--- src/rtl/mapperPkg.sv ---
`default_nettype none

package mapperPkg;

	localparam int ScreenW = 640;
	localparam int ScreenH = 480;
	localparam int CoordW = 11;
	localparam int CamW = 13;

	// World map, one cell per 4x4 world pixels
	localparam int MapCols = 320;
	localparam int MapRows = 240;
	localparam int TileShift = 2;
	localparam int MapDepth = MapCols * MapRows;
	localparam int MapAddrW = $clog2(MapDepth);

	// Character window on screen
	localparam logic [CoordW-1:0] SpriteX0 = 11'd311;
	localparam logic [CoordW-1:0] SpriteY0 = 11'd340;
	localparam logic [CoordW-1:0] SpriteW = 11'd19;
	localparam logic [CoordW-1:0] SpriteH = 11'd29;
	localparam int SheetW = 228;
	localparam int SheetDepth = SheetW * 29;
	localparam int SheetAddrW = $clog2(SheetDepth);

	localparam logic signed [CamW-1:0] StartX = 13'sd100;
	localparam logic signed [CamW-1:0] StartY = 13'sd100;
	localparam int CamMinX = -311;
	localparam int CamMaxX = 951;
	localparam int CamMinY = -340;
	localparam int CamMaxY = 594;

	localparam logic [7:0] StartKey = 8'h2C;
	localparam int StepDiv = 8;

	typedef enum logic [1:0] {Up = 2'd0, Right = 2'd1, Down = 2'd2, Left = 2'd3} facing_e;
	typedef enum logic [1:0] {Rest1, Move1, Rest2, Move2} frame_e;
	typedef enum logic {Start, Overworld} gameState_e;

	// Sheet column per facing, in order Up, Right, Down, Left
	localparam logic [7:0] FacingBase [4] = '{8'd114, 8'd171, 8'd0, 8'd57};
	// Column offset per frame, in order Rest1, Move1, Rest2, Move2
	localparam logic [7:0] FrameOffset [4] = '{8'd19, 8'd0, 8'd19, 8'd38};

	typedef struct packed {
		logic [7:0] red;
		logic [7:0] green;
		logic [7:0] blue;
	} rgb_t;

	// Entry 0 is transparent
	localparam rgb_t SpritePalette [16] = '{
		24'h000000, 24'hf8f8f8, 24'h181010, 24'he8b080,
		24'hc07848, 24'h783818, 24'hd02818, 24'h801008,
		24'h3858c8, 24'h182878, 24'h58a040, 24'h286020,
		24'hf0d040, 24'h989898, 24'h585858, 24'hf8a8b8
	};
	localparam rgb_t StartColor = 24'h2050a0;

	typedef struct packed {
		logic [CoordW-1:0] drawX;
		logic [CoordW-1:0] drawY;
		logic visible;
	} scanPos_t;

	typedef struct packed {
		logic moving;
		facing_e direction;
	} padIn_t;

	typedef struct packed {
		logic en;
		logic toMap;
		logic [MapAddrW-1:0] addr;
		logic [7:0] data;
	} memWrite_t;

	typedef struct packed {
		logic signed [CamW-1:0] camX;
		logic signed [CamW-1:0] camY;
		facing_e facing;
		frame_e frame;
		gameState_e gameState;
	} viewState_t;

	typedef struct packed {
		logic visible;
		logic offMap;
		logic inWindow;
	} stage1_t;

	// Map index is RRRGGGBB, each field replicated up to 8 bits
	function automatic rgb_t mapColor(input logic [7:0] idx);
		rgb_t c;
		c.red = {idx[7:5], idx[7:5], idx[7:6]};
		c.green = {idx[4:2], idx[4:2], idx[4:3]};
		c.blue = {idx[1:0], idx[1:0], idx[1:0], idx[1:0]};
		return c;
	endfunction

endpackage

`default_nettype wire

--- src/rtl/addressGen.sv ---
`timescale 1ns/1ps
`default_nettype none

module addressGen import mapperPkg::*; (
	input logic Clk,
	input logic rst,
	input scanPos_t scan,
	input viewState_t view,
	output logic [MapAddrW-1:0] mapAddr,
	output logic [SheetAddrW-1:0] sheetAddr,
	output stage1_t stage1
);

	logic signed [CamW:0] worldX, worldY;
	logic [CamW-TileShift-1:0] cellX, cellY;
	logic [CoordW-1:0] colOff, rowOff;
	logic offMap, inWindow;

	assign worldX = $signed(CamW'(scan.drawX)) + view.camX;
	assign worldY = $signed(CamW'(scan.drawY)) + view.camY;

	// Drop the sign bit, it is tested separately
	assign cellX = worldX[CamW-1:TileShift];
	assign cellY = worldY[CamW-1:TileShift];

	assign offMap = worldX[CamW] || worldY[CamW]
		|| int'(cellX) >= MapCols || int'(cellY) >= MapRows;

	assign mapAddr = offMap ? '0
		: MapAddrW'(cellY) * MapAddrW'(MapCols) + MapAddrW'(cellX);

	assign inWindow = scan.drawX >= SpriteX0 && scan.drawX < SpriteX0 + SpriteW
		&& scan.drawY >= SpriteY0 && scan.drawY < SpriteY0 + SpriteH;

	assign colOff = scan.drawX - SpriteX0;
	assign rowOff = scan.drawY - SpriteY0;

	// Frame picked by facing base plus walk-cycle offset
	assign sheetAddr = !inWindow ? '0
		: SheetAddrW'(SheetW) * SheetAddrW'(rowOff) + SheetAddrW'(colOff)
		+ SheetAddrW'(FacingBase[view.facing]) + SheetAddrW'(FrameOffset[view.frame]);

	always_ff @(posedge Clk) begin
		if (rst) begin
			stage1 <= '0;
		end else begin
			stage1 <= '{visible: scan.visible, offMap: offMap, inWindow: inWindow};
		end
	end

endmodule

`default_nettype wire

--- config.mk ---
export PLATFORM = sky130hd
export DESIGN_NAME = addressGen
export DESIGN_NICKNAME = d
export VERILOG_FILES = /design/src/rtl/mapperPkg.sv /design/src/rtl/addressGen.sv
export SDC_FILE = /design/constraint.sdc
export NUM_CORES = 1
export LEC_CHECK = 0
export BUFFER_PORTS_ARGS = -buffer_cell sky130_fd_sc_hd__buf_2
export CAP_MARGIN = 20
export CELL_PAD_IN_SITES_DETAIL_PLACEMENT = 1
export CELL_PAD_IN_SITES_GLOBAL_PLACEMENT = 1
export CORE_ASPECT_RATIO = 1.75
export CORE_MARGIN = 4
export CORE_UTILIZATION = 37
export DETAILED_ROUTE_END_ITERATION = 12
export PLACE_DENSITY = 0.88
export SLEW_MARGIN = 20
export SYNTH_ARGS = -nofsm -noshare
export SYNTH_HDL_FRONTEND = slang
export SYNTH_SLANG_ARGS = --single-unit
--- constraint.sdc ---
create_clock -name Clk -period 6.3 [get_ports Clk]
set_clock_uncertainty 0.1 [all_clocks]
set_input_delay 0.945 -clock Clk [delete_from_list [all_inputs] [get_ports Clk]]
set_output_delay 0.945 -clock Clk [all_outputs]
set_load 0.02 [all_outputs]
======== After elaboration in Yosys (flattened, before gate mapping) ========
Cells that the tools add are included.
operators by class
  add/sub/neg operators ................... 8
  multipliers ............................. 2
  magnitude comparators ................... 8
  multiplexer cells ....................... 8
  bitwise operators ....................... 2
  reductions and logical operators ........ 6
operators by type and width
  cell                   count
  $ge 11x9->1 const B    3
  $bmux 8 s2             2
  $mux 8                 4
  $add 12x13->14         2
  $add 13x8->13          2
  $lt 11x9->1 const B    2
  $sub 11x9->11 const B  2
  $add 17x11->17         1
  $mux 17                1
  $add 13x11->13         1
  $mux 13                1
  $ge 11x8->1 const B    1
  $mul 11x3->11 const B  1
  $mul 6x11->11 const A  1
  $ge 3x3->1 const B     2
  $not 2->3              2
  $logic_and 1x1->1      3
  $logic_or 1x1->1       3
word-level totals
  flip-flop bits (word level) ............. 3
  bits of input ports ..................... 56
  output and inout bits ................... 33
  logic and storage cells ................. 37

======== Longest topological paths before layout ========
Gate-level depths: netlist (run 1).
  depth after elaboration ................. 7
  gate-level depth with buffers ........... 23
  depth with buffers taken out ............ 23

======== Worst setup path before layout (run 1) ========
OpenSTA, ideal clock, no wires.
  kind .................................... input-to-output
  from .................................... input port scan[3] (netlist name)
  to ...................................... output port sheetAddr[12]
  data arrival time ....................... 5.357 ns
  required time ........................... 5.255 ns
  slack ................................... -0.102 ns
  stages on the path ...................... 19
  cells stage by stage .................... inv_1 -> ha_1 -> inv_1 -> a21oi_1 -> xnor2_1 -> fa_1 -> fa_1 -> ha_1 -> ha_1 -> xnor2_1 -> ha_1 -> xnor2_1 -> xnor2_1 -> xnor2_1 -> xnor2_1 -> xnor2_1 -> xnor2_1 -> or3_1 -> a21oi_1
on the way
  cells in the longest elaborated chain, start to end .. 6
  elaborated cells between the ends (all ways) .. 10
  those cells by class .................... 4 x add/sub; 1 x mul; 2 x order compare; 1 x mux; 2 x reduce/logical
ends and longest elaborated chain
  element                     RTL line          RTL
  start, declared             addressGen.sv:7   input scanPos_t scan,
  $sub 11x9->11               addressGen.sv:36  assign rowOff = scan.drawY - SpriteY0;
  $mul 6x11->11               addressGen.sv:40  : SheetAddrW'(SheetW) * SheetAddrW'(rowOff) + SheetAddrW'(colOff)
  $add 13x11->13              addressGen.sv:40
  $add 13x8->13 (2 in a row)  addressGen.sv:41  + SheetAddrW'(FacingBase[view.facing]) + SheetAddrW'(FrameOffset[view.frame]);
  $mux 13 (*)                 addressGen.sv:39  assign sheetAddr = !inWindow ? '0
  end, declared               addressGen.sv:10  output logic [SheetAddrW-1:0] sheetAddr,
Every way passes the cells marked *; elsewhere a longest branch is shown, timed or not.

======== Final worst setup path (run 1) ========
Same ends and word-level chain as after synthesis.

==> results of run 1 <==
[path summary, 6_finish.rpt]
check	slack (ps)	cells past startpoint	end
max	-90	24	sheetAddr[12]
min	820	2	stage1[1]
[critical path, cell delays in order]
cell	delay (ps)
buf_8	100
inv_6	50
ha_4	170
inv_2	60
a21oi_4	180
buf_12	130
xnor2_4	90
fa_1	630
ha_4	250
fa_2	440
a21oi_4	210
nor2_4	50
nor2_4	120
xnor2_4	90
ha_4	170
xnor2_2	130
xnor2_1	200
xnor2_1	160
xnor2_1	170
xnor2_1	170
xnor2_1	120
or3_1	380
a21oi_2	170
buf_6	150
[cell usage after synthesis, drive strengths merged (2+ instances only)]
master / number
a211oi: 4
a21o: 14
a21oi: 30
a311o: 2
a311oi: 2
a31o: 2
a31oi: 4
a41o: 2
and2: 6
and3: 3
buf: 2
clkbuf: 8
dfxtp: 3
fa: 20
ha: 83
inv: 44
mux2i: 6
nand2: 17
nand2b: 5
nand3: 12
nand4: 3
nor2: 49
nor2b: 11
nor3: 9
nor3b: 4
nor4: 2
nor4b: 2
o21a: 6
o21ai: 17
o21bai: 3
o31ai: 3
or2: 2
or3: 4
xnor2: 47
xor2: 25
[report_power, final]
| part | switching [uW] | internal [uW] | total (uW) | leakage (uW) |
|---|---|---|---|---|
| clock | 17.4 | 83.5 | 101 | 0.0000382 |
| sequential | 0.167 | 19.9 | 20.1 | 0.0000248 |
| combinational | 832 | 798 | 1630 | 0.00239 |
[metrics by stage]
stage	utilization, %	std cells	hold WS [ps]	TNS, ps	worst slack (ps)
final	50.1	706	821	-92.2	-92.2
after global routing	50.1	706	839	-385	-321
after CTS	47.7	703	821	0	15.5
after detailed placement	45.4	696	1050	-427	-362
after global placement	45.4	696	1040	-154	-154
after floorplan	-	470	917	0	96.7
[placed cells by master, fill, tap and decap left out, drive strengths merged, types with 2 or more instances in the layout]
cell type  netlist  routed
nor2            49      49
xnor2           47      47
a311oi           2       2
nor3b            4       4
ha              83      83
nor3             9       9
nand4            3       3
a31o             2       2
o31ai            3       3
a21oi           30      30
a211oi           4       4
nand2b           5       5
a311o            2       2
mux2i            6       6
a21o            14      14
nor4             2       2
nand2           17      17
dfxtp            3       3
and2             6       6
o21bai           3       3
fa              20      20
or2              2       2
o21ai           17      17
inv             44      44
clkbuf           8       4
nand3           12      12
a41o             2       2
buf              2     117
xor2            25      25
nor2b           11      11
a31oi            4       4
o21a             6       6
and3             3       3
nor4b            2       2
or3              4       4
[what timing repair did]
| item | CTS | global route |
|---|---|---|
| pin swaps | 26 | 27 |
| resized for setup | 23 | 29 |
| setup buffers | 3 | 3 |
| endpoints found under the setup margin | 2 | 3 |
| gates cloned | 0 | 0 |
[metal layers]
metal | routed length (um) | vias to the layer above | GRT usage (%)
met5 | 0 | - | 0
met3 | 643 | 40 | 3.01
met4 | 412 | 0 | 5.92
li1 | - | 1857 | -
met1 | 4210 | 1871 | 18.7
met2 | 7710 | 121 | 44.6
[cell type report]
type / instances / area (um^2) / share of cell area, %
clock buffers: 4 / 78.8 / 1.58
inverters: 44 / 173 / 3.46
multi-input cells: 413 / 3820 / 76.6
flip-flops and latches: 3 / 60.1 / 1.20
well taps: 125 / 156 / 3.13
repair buffers: 117 / 699 / 14.0
[cells by family (layout without fill, tap and decap cells)]
family,count (synthesis),in the layout
AOI/OAI and AO/OA,99,99
buffers and inverters,54,165
xor gates and xnor gates,72,72
muxes,6,6
DFF,3,3
adders and majority gates,103,103
and+or+nand+nor,133,133
==> impl_metrics.py, run 1 <==
metrics = {
    "outcome": {
        "outcome": "complete, but fails checks",
        "violations": "negative setup slack",
    },
    "grt": {
        "grt_pass1_vias": 4390,
        "antenna_found_initial": 0,
        "grt_overflow_total": 0,
        "grt_usage_pct": 20.6,
        "grt_pass1_wl_um": 20300,
        "grt_max_degree": 19,
    },
    "floorplanning": {
        "io_pins": 89,
        "core_um2": 9970,
        "die_area_um2": 12000,
        "chipHeight_um": 142,
        "rows": 48,
        "die_w_um": 84.5,
        "initial_core_util_pct": 38.0,
    },
    "layout": {
        "nNetsFinal": 741,
        "fillers": 1255,
        "area_delta_synth_final_pct": 31.6,
        "final_cell_area_um2": 4990,
        "n_antenna_cell": 0,
        "largest_reg_flops": 3,
        "largest_register": "stage1",
        "drive_gt1_share_pct": 29.9,
        "reg_top3": "stage1 (3)",
    },
    "critical_path": {
        "cp.arrival_ps": 5350,
        "crit_fanout": 3,
        "startpoint": "scan[3]",
        "worstPathRequired_ps": 5250,
        "critPathKind": "input pin to output port",
        "start_kind": "input pin",
        "cp-end-kind": "output port",
    },
    "timing": {
        "worstMarginPinSlew_ps": 580,
        "setup_violations": 1,
        "hold_viol_final": 0,
        "finalCriticalPeriod_ps": 6390,
        "fmax_mhz": 156,
        "rsz0062_at_grt": "yes",
        "relSlewSlack_pct": 61.2,
        "fin_crit_sh_pct": 101,
        "setup_slack_ps": -92.2,
        "finalMaxSlewViolations": 0,
    },
    "routing": {
        "drtPass1Iterations": 6,
        "drtAntennaViolNets": 0,
        "dr_total_vias": 3889,
        "drc_errors": 0,
        "wirelength_um": 13000,
        "drtIter0Drc": 104,
        "post_drt_wl_per_cell_um": 18.4,
        "viasPerCell": 5.51,
    },
    "yosys": {
        "synth-simple-area-share_pct": 18.4,
        "synth-xor-area-share_pct": 17.1,
        "syn-instance-count": 470,
        "ys_seq_area_share_pct": 1.58,
        "synth-compound-area-share_pct": 17.7,
        "synth_top_family_by_area": "adder cells",
        "synth_fp_nets": 629,
        "synthMuxAreaShare_pct": 1.68,
        "synth_fa_ha_area_share_pct": 37.9,
        "netlist_area_um2": 3790,
        "synthDominantCellAreaShare_pct": 27.4,
        "synth_edf_count": 0,
        "synth_seq_cells": 3,
        "yosysTopAreaCell": "ha_1",
        "synth_cell_types": 59,
        "yosysWarnings": 0,
        "async_flop_share_pct": 0,
        "syn_avg_cell_area_um2": 8.07,
        "synthTopCellsByArea": "ha_1, xnor2_1, fa_1",
        "synth_ff_type": "dfxtp_1",
    },
    "power_and_ir_drop": {
        "power.density_nw_per_um2": 351,
        "vdd_drop_max_uv": 227,
        "cellLeakagePower_uw": 0.00245,
        "fin_total_pwr_uw": 1750,
    },
    "clock_network": {
        "cts_tree": "built",
        "clock_sinks": 3,
        "cts_buffers": 3,
        "clk_pin_slew_ps": 30,
        "h-tree-depth": 1,
        "hold_buffers": 0,
        "cts_buffer_depth": 2,
        "cts-root-buf": "clkbuf_16",
    },
    "placement": {
        "portBuffers": 87,
        "post-dp-hpwl_um": 10500,
        "gp_congestion": 0.913,
        "placed_area_um2": 4530,
    },
    "min_path": {
        "hold_class": "input pin to flip-flop",
        "min-delay-start": "rst",
    },
    "flow_run": {
        "maxCapViolCount": 0,
    },
}
(Power assumes the default switching activity.)
==> run 2, diff against run 1 <==
==> constraint.sdc (replaced) <==
create_clock -name Clk -period 6.3 [get_ports Clk]
set_clock_uncertainty 0.1 [all_clocks]
set_input_delay 0.945 -clock Clk [delete_from_list [all_inputs] [get_ports Clk]]
set_output_delay 0.945 -clock Clk [all_outputs]
set_load 0.01 [all_outputs]
==> run 2 against run 1 <==
Compared with the run above:
- the run still ends with negative setup slack left
- design area decreased by 1.5%
- count of clock-buffer cells in the layout unchanged
- first-iteration DRC count increased by 8.7%
- critical path type unchanged
- critical endpoint unchanged
- largest power group unchanged
==> impl_metrics.py, run 2 (same netlist as run 1, synthesis figures left out) <==
metrics = {
    "outcome": {
        "outcome": "complete, but fails checks",
        "violations": "negative setup slack",
    },
    "clock_network": {
        "hold_buffers": 0,
        "clock_sinks": 3,
        "cts_tree": "built",
        "cts-root-buf": "clkbuf_16",
        "h-tree-depth": 1,
        "cts_buffer_depth": 2,
        "cts_buffers": 3,
        "clk_pin_slew_ps": 30,
    },
    "grt": {
        "grt_usage_pct": 20.3,
        "grt_overflow_total": 0,
        "grt_pass1_wl_um": 20200,
        "grt_max_degree": 19,
        "grt_pass1_vias": 4474,
        "antenna_found_initial": 0,
    },
    "routing": {
        "drtPass1Iterations": 5,
        "drc_errors": 0,
        "wirelength_um": 12600,
        "drtIter0Drc": 113,
        "post_drt_wl_per_cell_um": 17.9,
        "drtAntennaViolNets": 0,
        "viasPerCell": 5.50,
        "dr_total_vias": 3886,
    },
    "layout": {
        "layout_common_cells": "buf_2, ha_1, xnor2_1",
        "reg_top3": "stage1 (3)",
        "nNetsFinal": 742,
        "seqCellArea_um2": 60.1,
        "largest_reg_flops": 3,
        "largest_register": "stage1",
        "area_delta_synth_final_pct": 29.7,
        "fillers": 1244,
        "multi_input_area_um2": 3770,
        "drive_gt1_share_pct": 29.7,
        "mostFrequentLayoutCell": "buf_2",
        "n_antenna_cell": 0,
    },
    "floorplanning": {
        "io_pins": 89,
        "initial_core_util_pct": 38.0,
        "chipHeight_um": 142,
        "die_area_um2": 12000,
        "rows": 48,
        "die_w_um": 84.5,
        "core_um2": 9970,
    },
    "critical_path": {
        "worstPathRequired_ps": 5250,
        "crit_fanout": 3,
        "critPathKind": "input pin to output port",
        "cpPeakStageDelay_ps": 590,
        "crit_slowest_cell": "fa_1",
        "crit_top_cell": "xnor2_1",
        "cp-end-kind": "output port",
        "crit_chain": "buf_2 -> inv_2 -> ha_4 -> inv_2 -> a21oi_4 -> xnor2_4 -> fa_1 -> ha_4 -> ha_1 -> a21o_1 -> a21oi_2 -> xnor2_1 -> ha_2 -> ha_4 -> xnor2_2 -> xnor2_1 -> xnor2_1 -> xnor2_1 -> xnor2_1 -> xnor2_1 -> or3_1 -> a21oi_2 -> buf_2",
        "start_kind": "input pin",
        "cp.arrival_ps": 5300,
    },
    "placement": {
        "post-dp-hpwl_um": 10300,
        "portBuffers": 87,
        "gp_congestion": 0.906,
        "dp_slack_ps": -402,
    },
    "timing": {
        "hold-worst-slack_ps": 815,
        "worstMarginPinSlew_ps": 588,
        "finalCriticalPeriod_ps": 6340,
        "rsz0062_at_grt": "yes",
        "relSlewSlack_pct": 60.7,
        "fin_tns_setup_ps": -41.1,
        "fmax_mhz": 158,
        "setup_violations": 1,
        "fin_crit_sh_pct": 101,
        "finalMaxSlewViolations": 0,
        "setup_slack_ps": -41.1,
        "hold_viol_final": 0,
    },
    "flow_run": {
        "maxCapViolCount": 0,
    },
    "power_and_ir_drop": {
        "power.density_nw_per_um2": 348,
        "fin_total_pwr_uw": 1710,
        "vdd_drop_max_uv": 270,
        "cellLeakagePower_uw": 0.00244,
    },
    "min_path": {
        "min-delay-start": "rst",
        "hold_class": "input pin to flip-flop",
        "holdPathEnd": "stage1[0]",
        "holdPathStages": 2,
    },
}
## run 2: per-layer routing
metal | track usage, % | part of all wire [%] | vias up
met2 | 44.2 | 60 | 104
met4 | 5.92 | 2.7 | 0
met5 | 0 | 0 | -
li1 | - | - | 1861
met1 | 18.5 | 34 | 1891
met3 | 2.49 | 3.8 | 30
## run 2: how the worst max path moves through the flow
| stage | from | end | cells past startpoint |
|---|---|---|---|
| 2_1_floorplan | scan[3] | sheetAddr[12] | 19 |
| 3_3_place_gp | scan[3] | sheetAddr[12] | 23 |
| 3_5_place_dp | scan[3] | sheetAddr[12] | 23 |
| 4_1_cts | scan[3] | sheetAddr[12] | 22 |
| 5_1_grt | scan[4] | sheetAddr[12] | 23 |
| 6_report | scan[4] | sheetAddr[12] | 23 |
## run 2: layout make-up
cell class | count | area share (%)
clock buffer | 4 | 1.60
timing repair buffer | 118 | 13.9
multi-input combinational | 413 | 76.7
inverter | 44 | 3.41
tap | 125 | 3.18
sequential | 3 | 1.22
## run 2: what timing repair did
item                                    in CTS  in global routing
resized for setup                           18                 26
endpoints found under the setup margin       2                  2
setup buffers                                3                  6
pin swaps                                   21                 30
## run 2: worst max-delay path: cells and delay by family
family	cells	cell delay [ps]
xor+xnor	8	1160
simple gates	1	400
fa+ha+maj	6	1660
buf+inv	4	410
compound gates	4	710
## run 2: power by group
part / internal, uW / total, uW / switching [uW] / leakage (uW)
Sequential: 19.9 / 20.1 / 0.251 / 0.0000248
Combinational: 783 / 1590 / 806 / 0.00238
Clock: 83.6 / 102 / 18.4 / 0.0000382
Total: 887 / 1710 / 825 / 0.00244
## run 2: stage by stage
step | cells | util (%) | area, um^2
2_1_floorplan | 470 | - | 3790
3_3_place_gp | 695 | 45.3 | 4510
3_5_place_dp | 695 | 45.3 | 4510
4_1_cts | 702 | 47.6 | 4740
5_1_grt | 707 | 49.3 | 4920
6_report | 707 | 49.3 | 4920
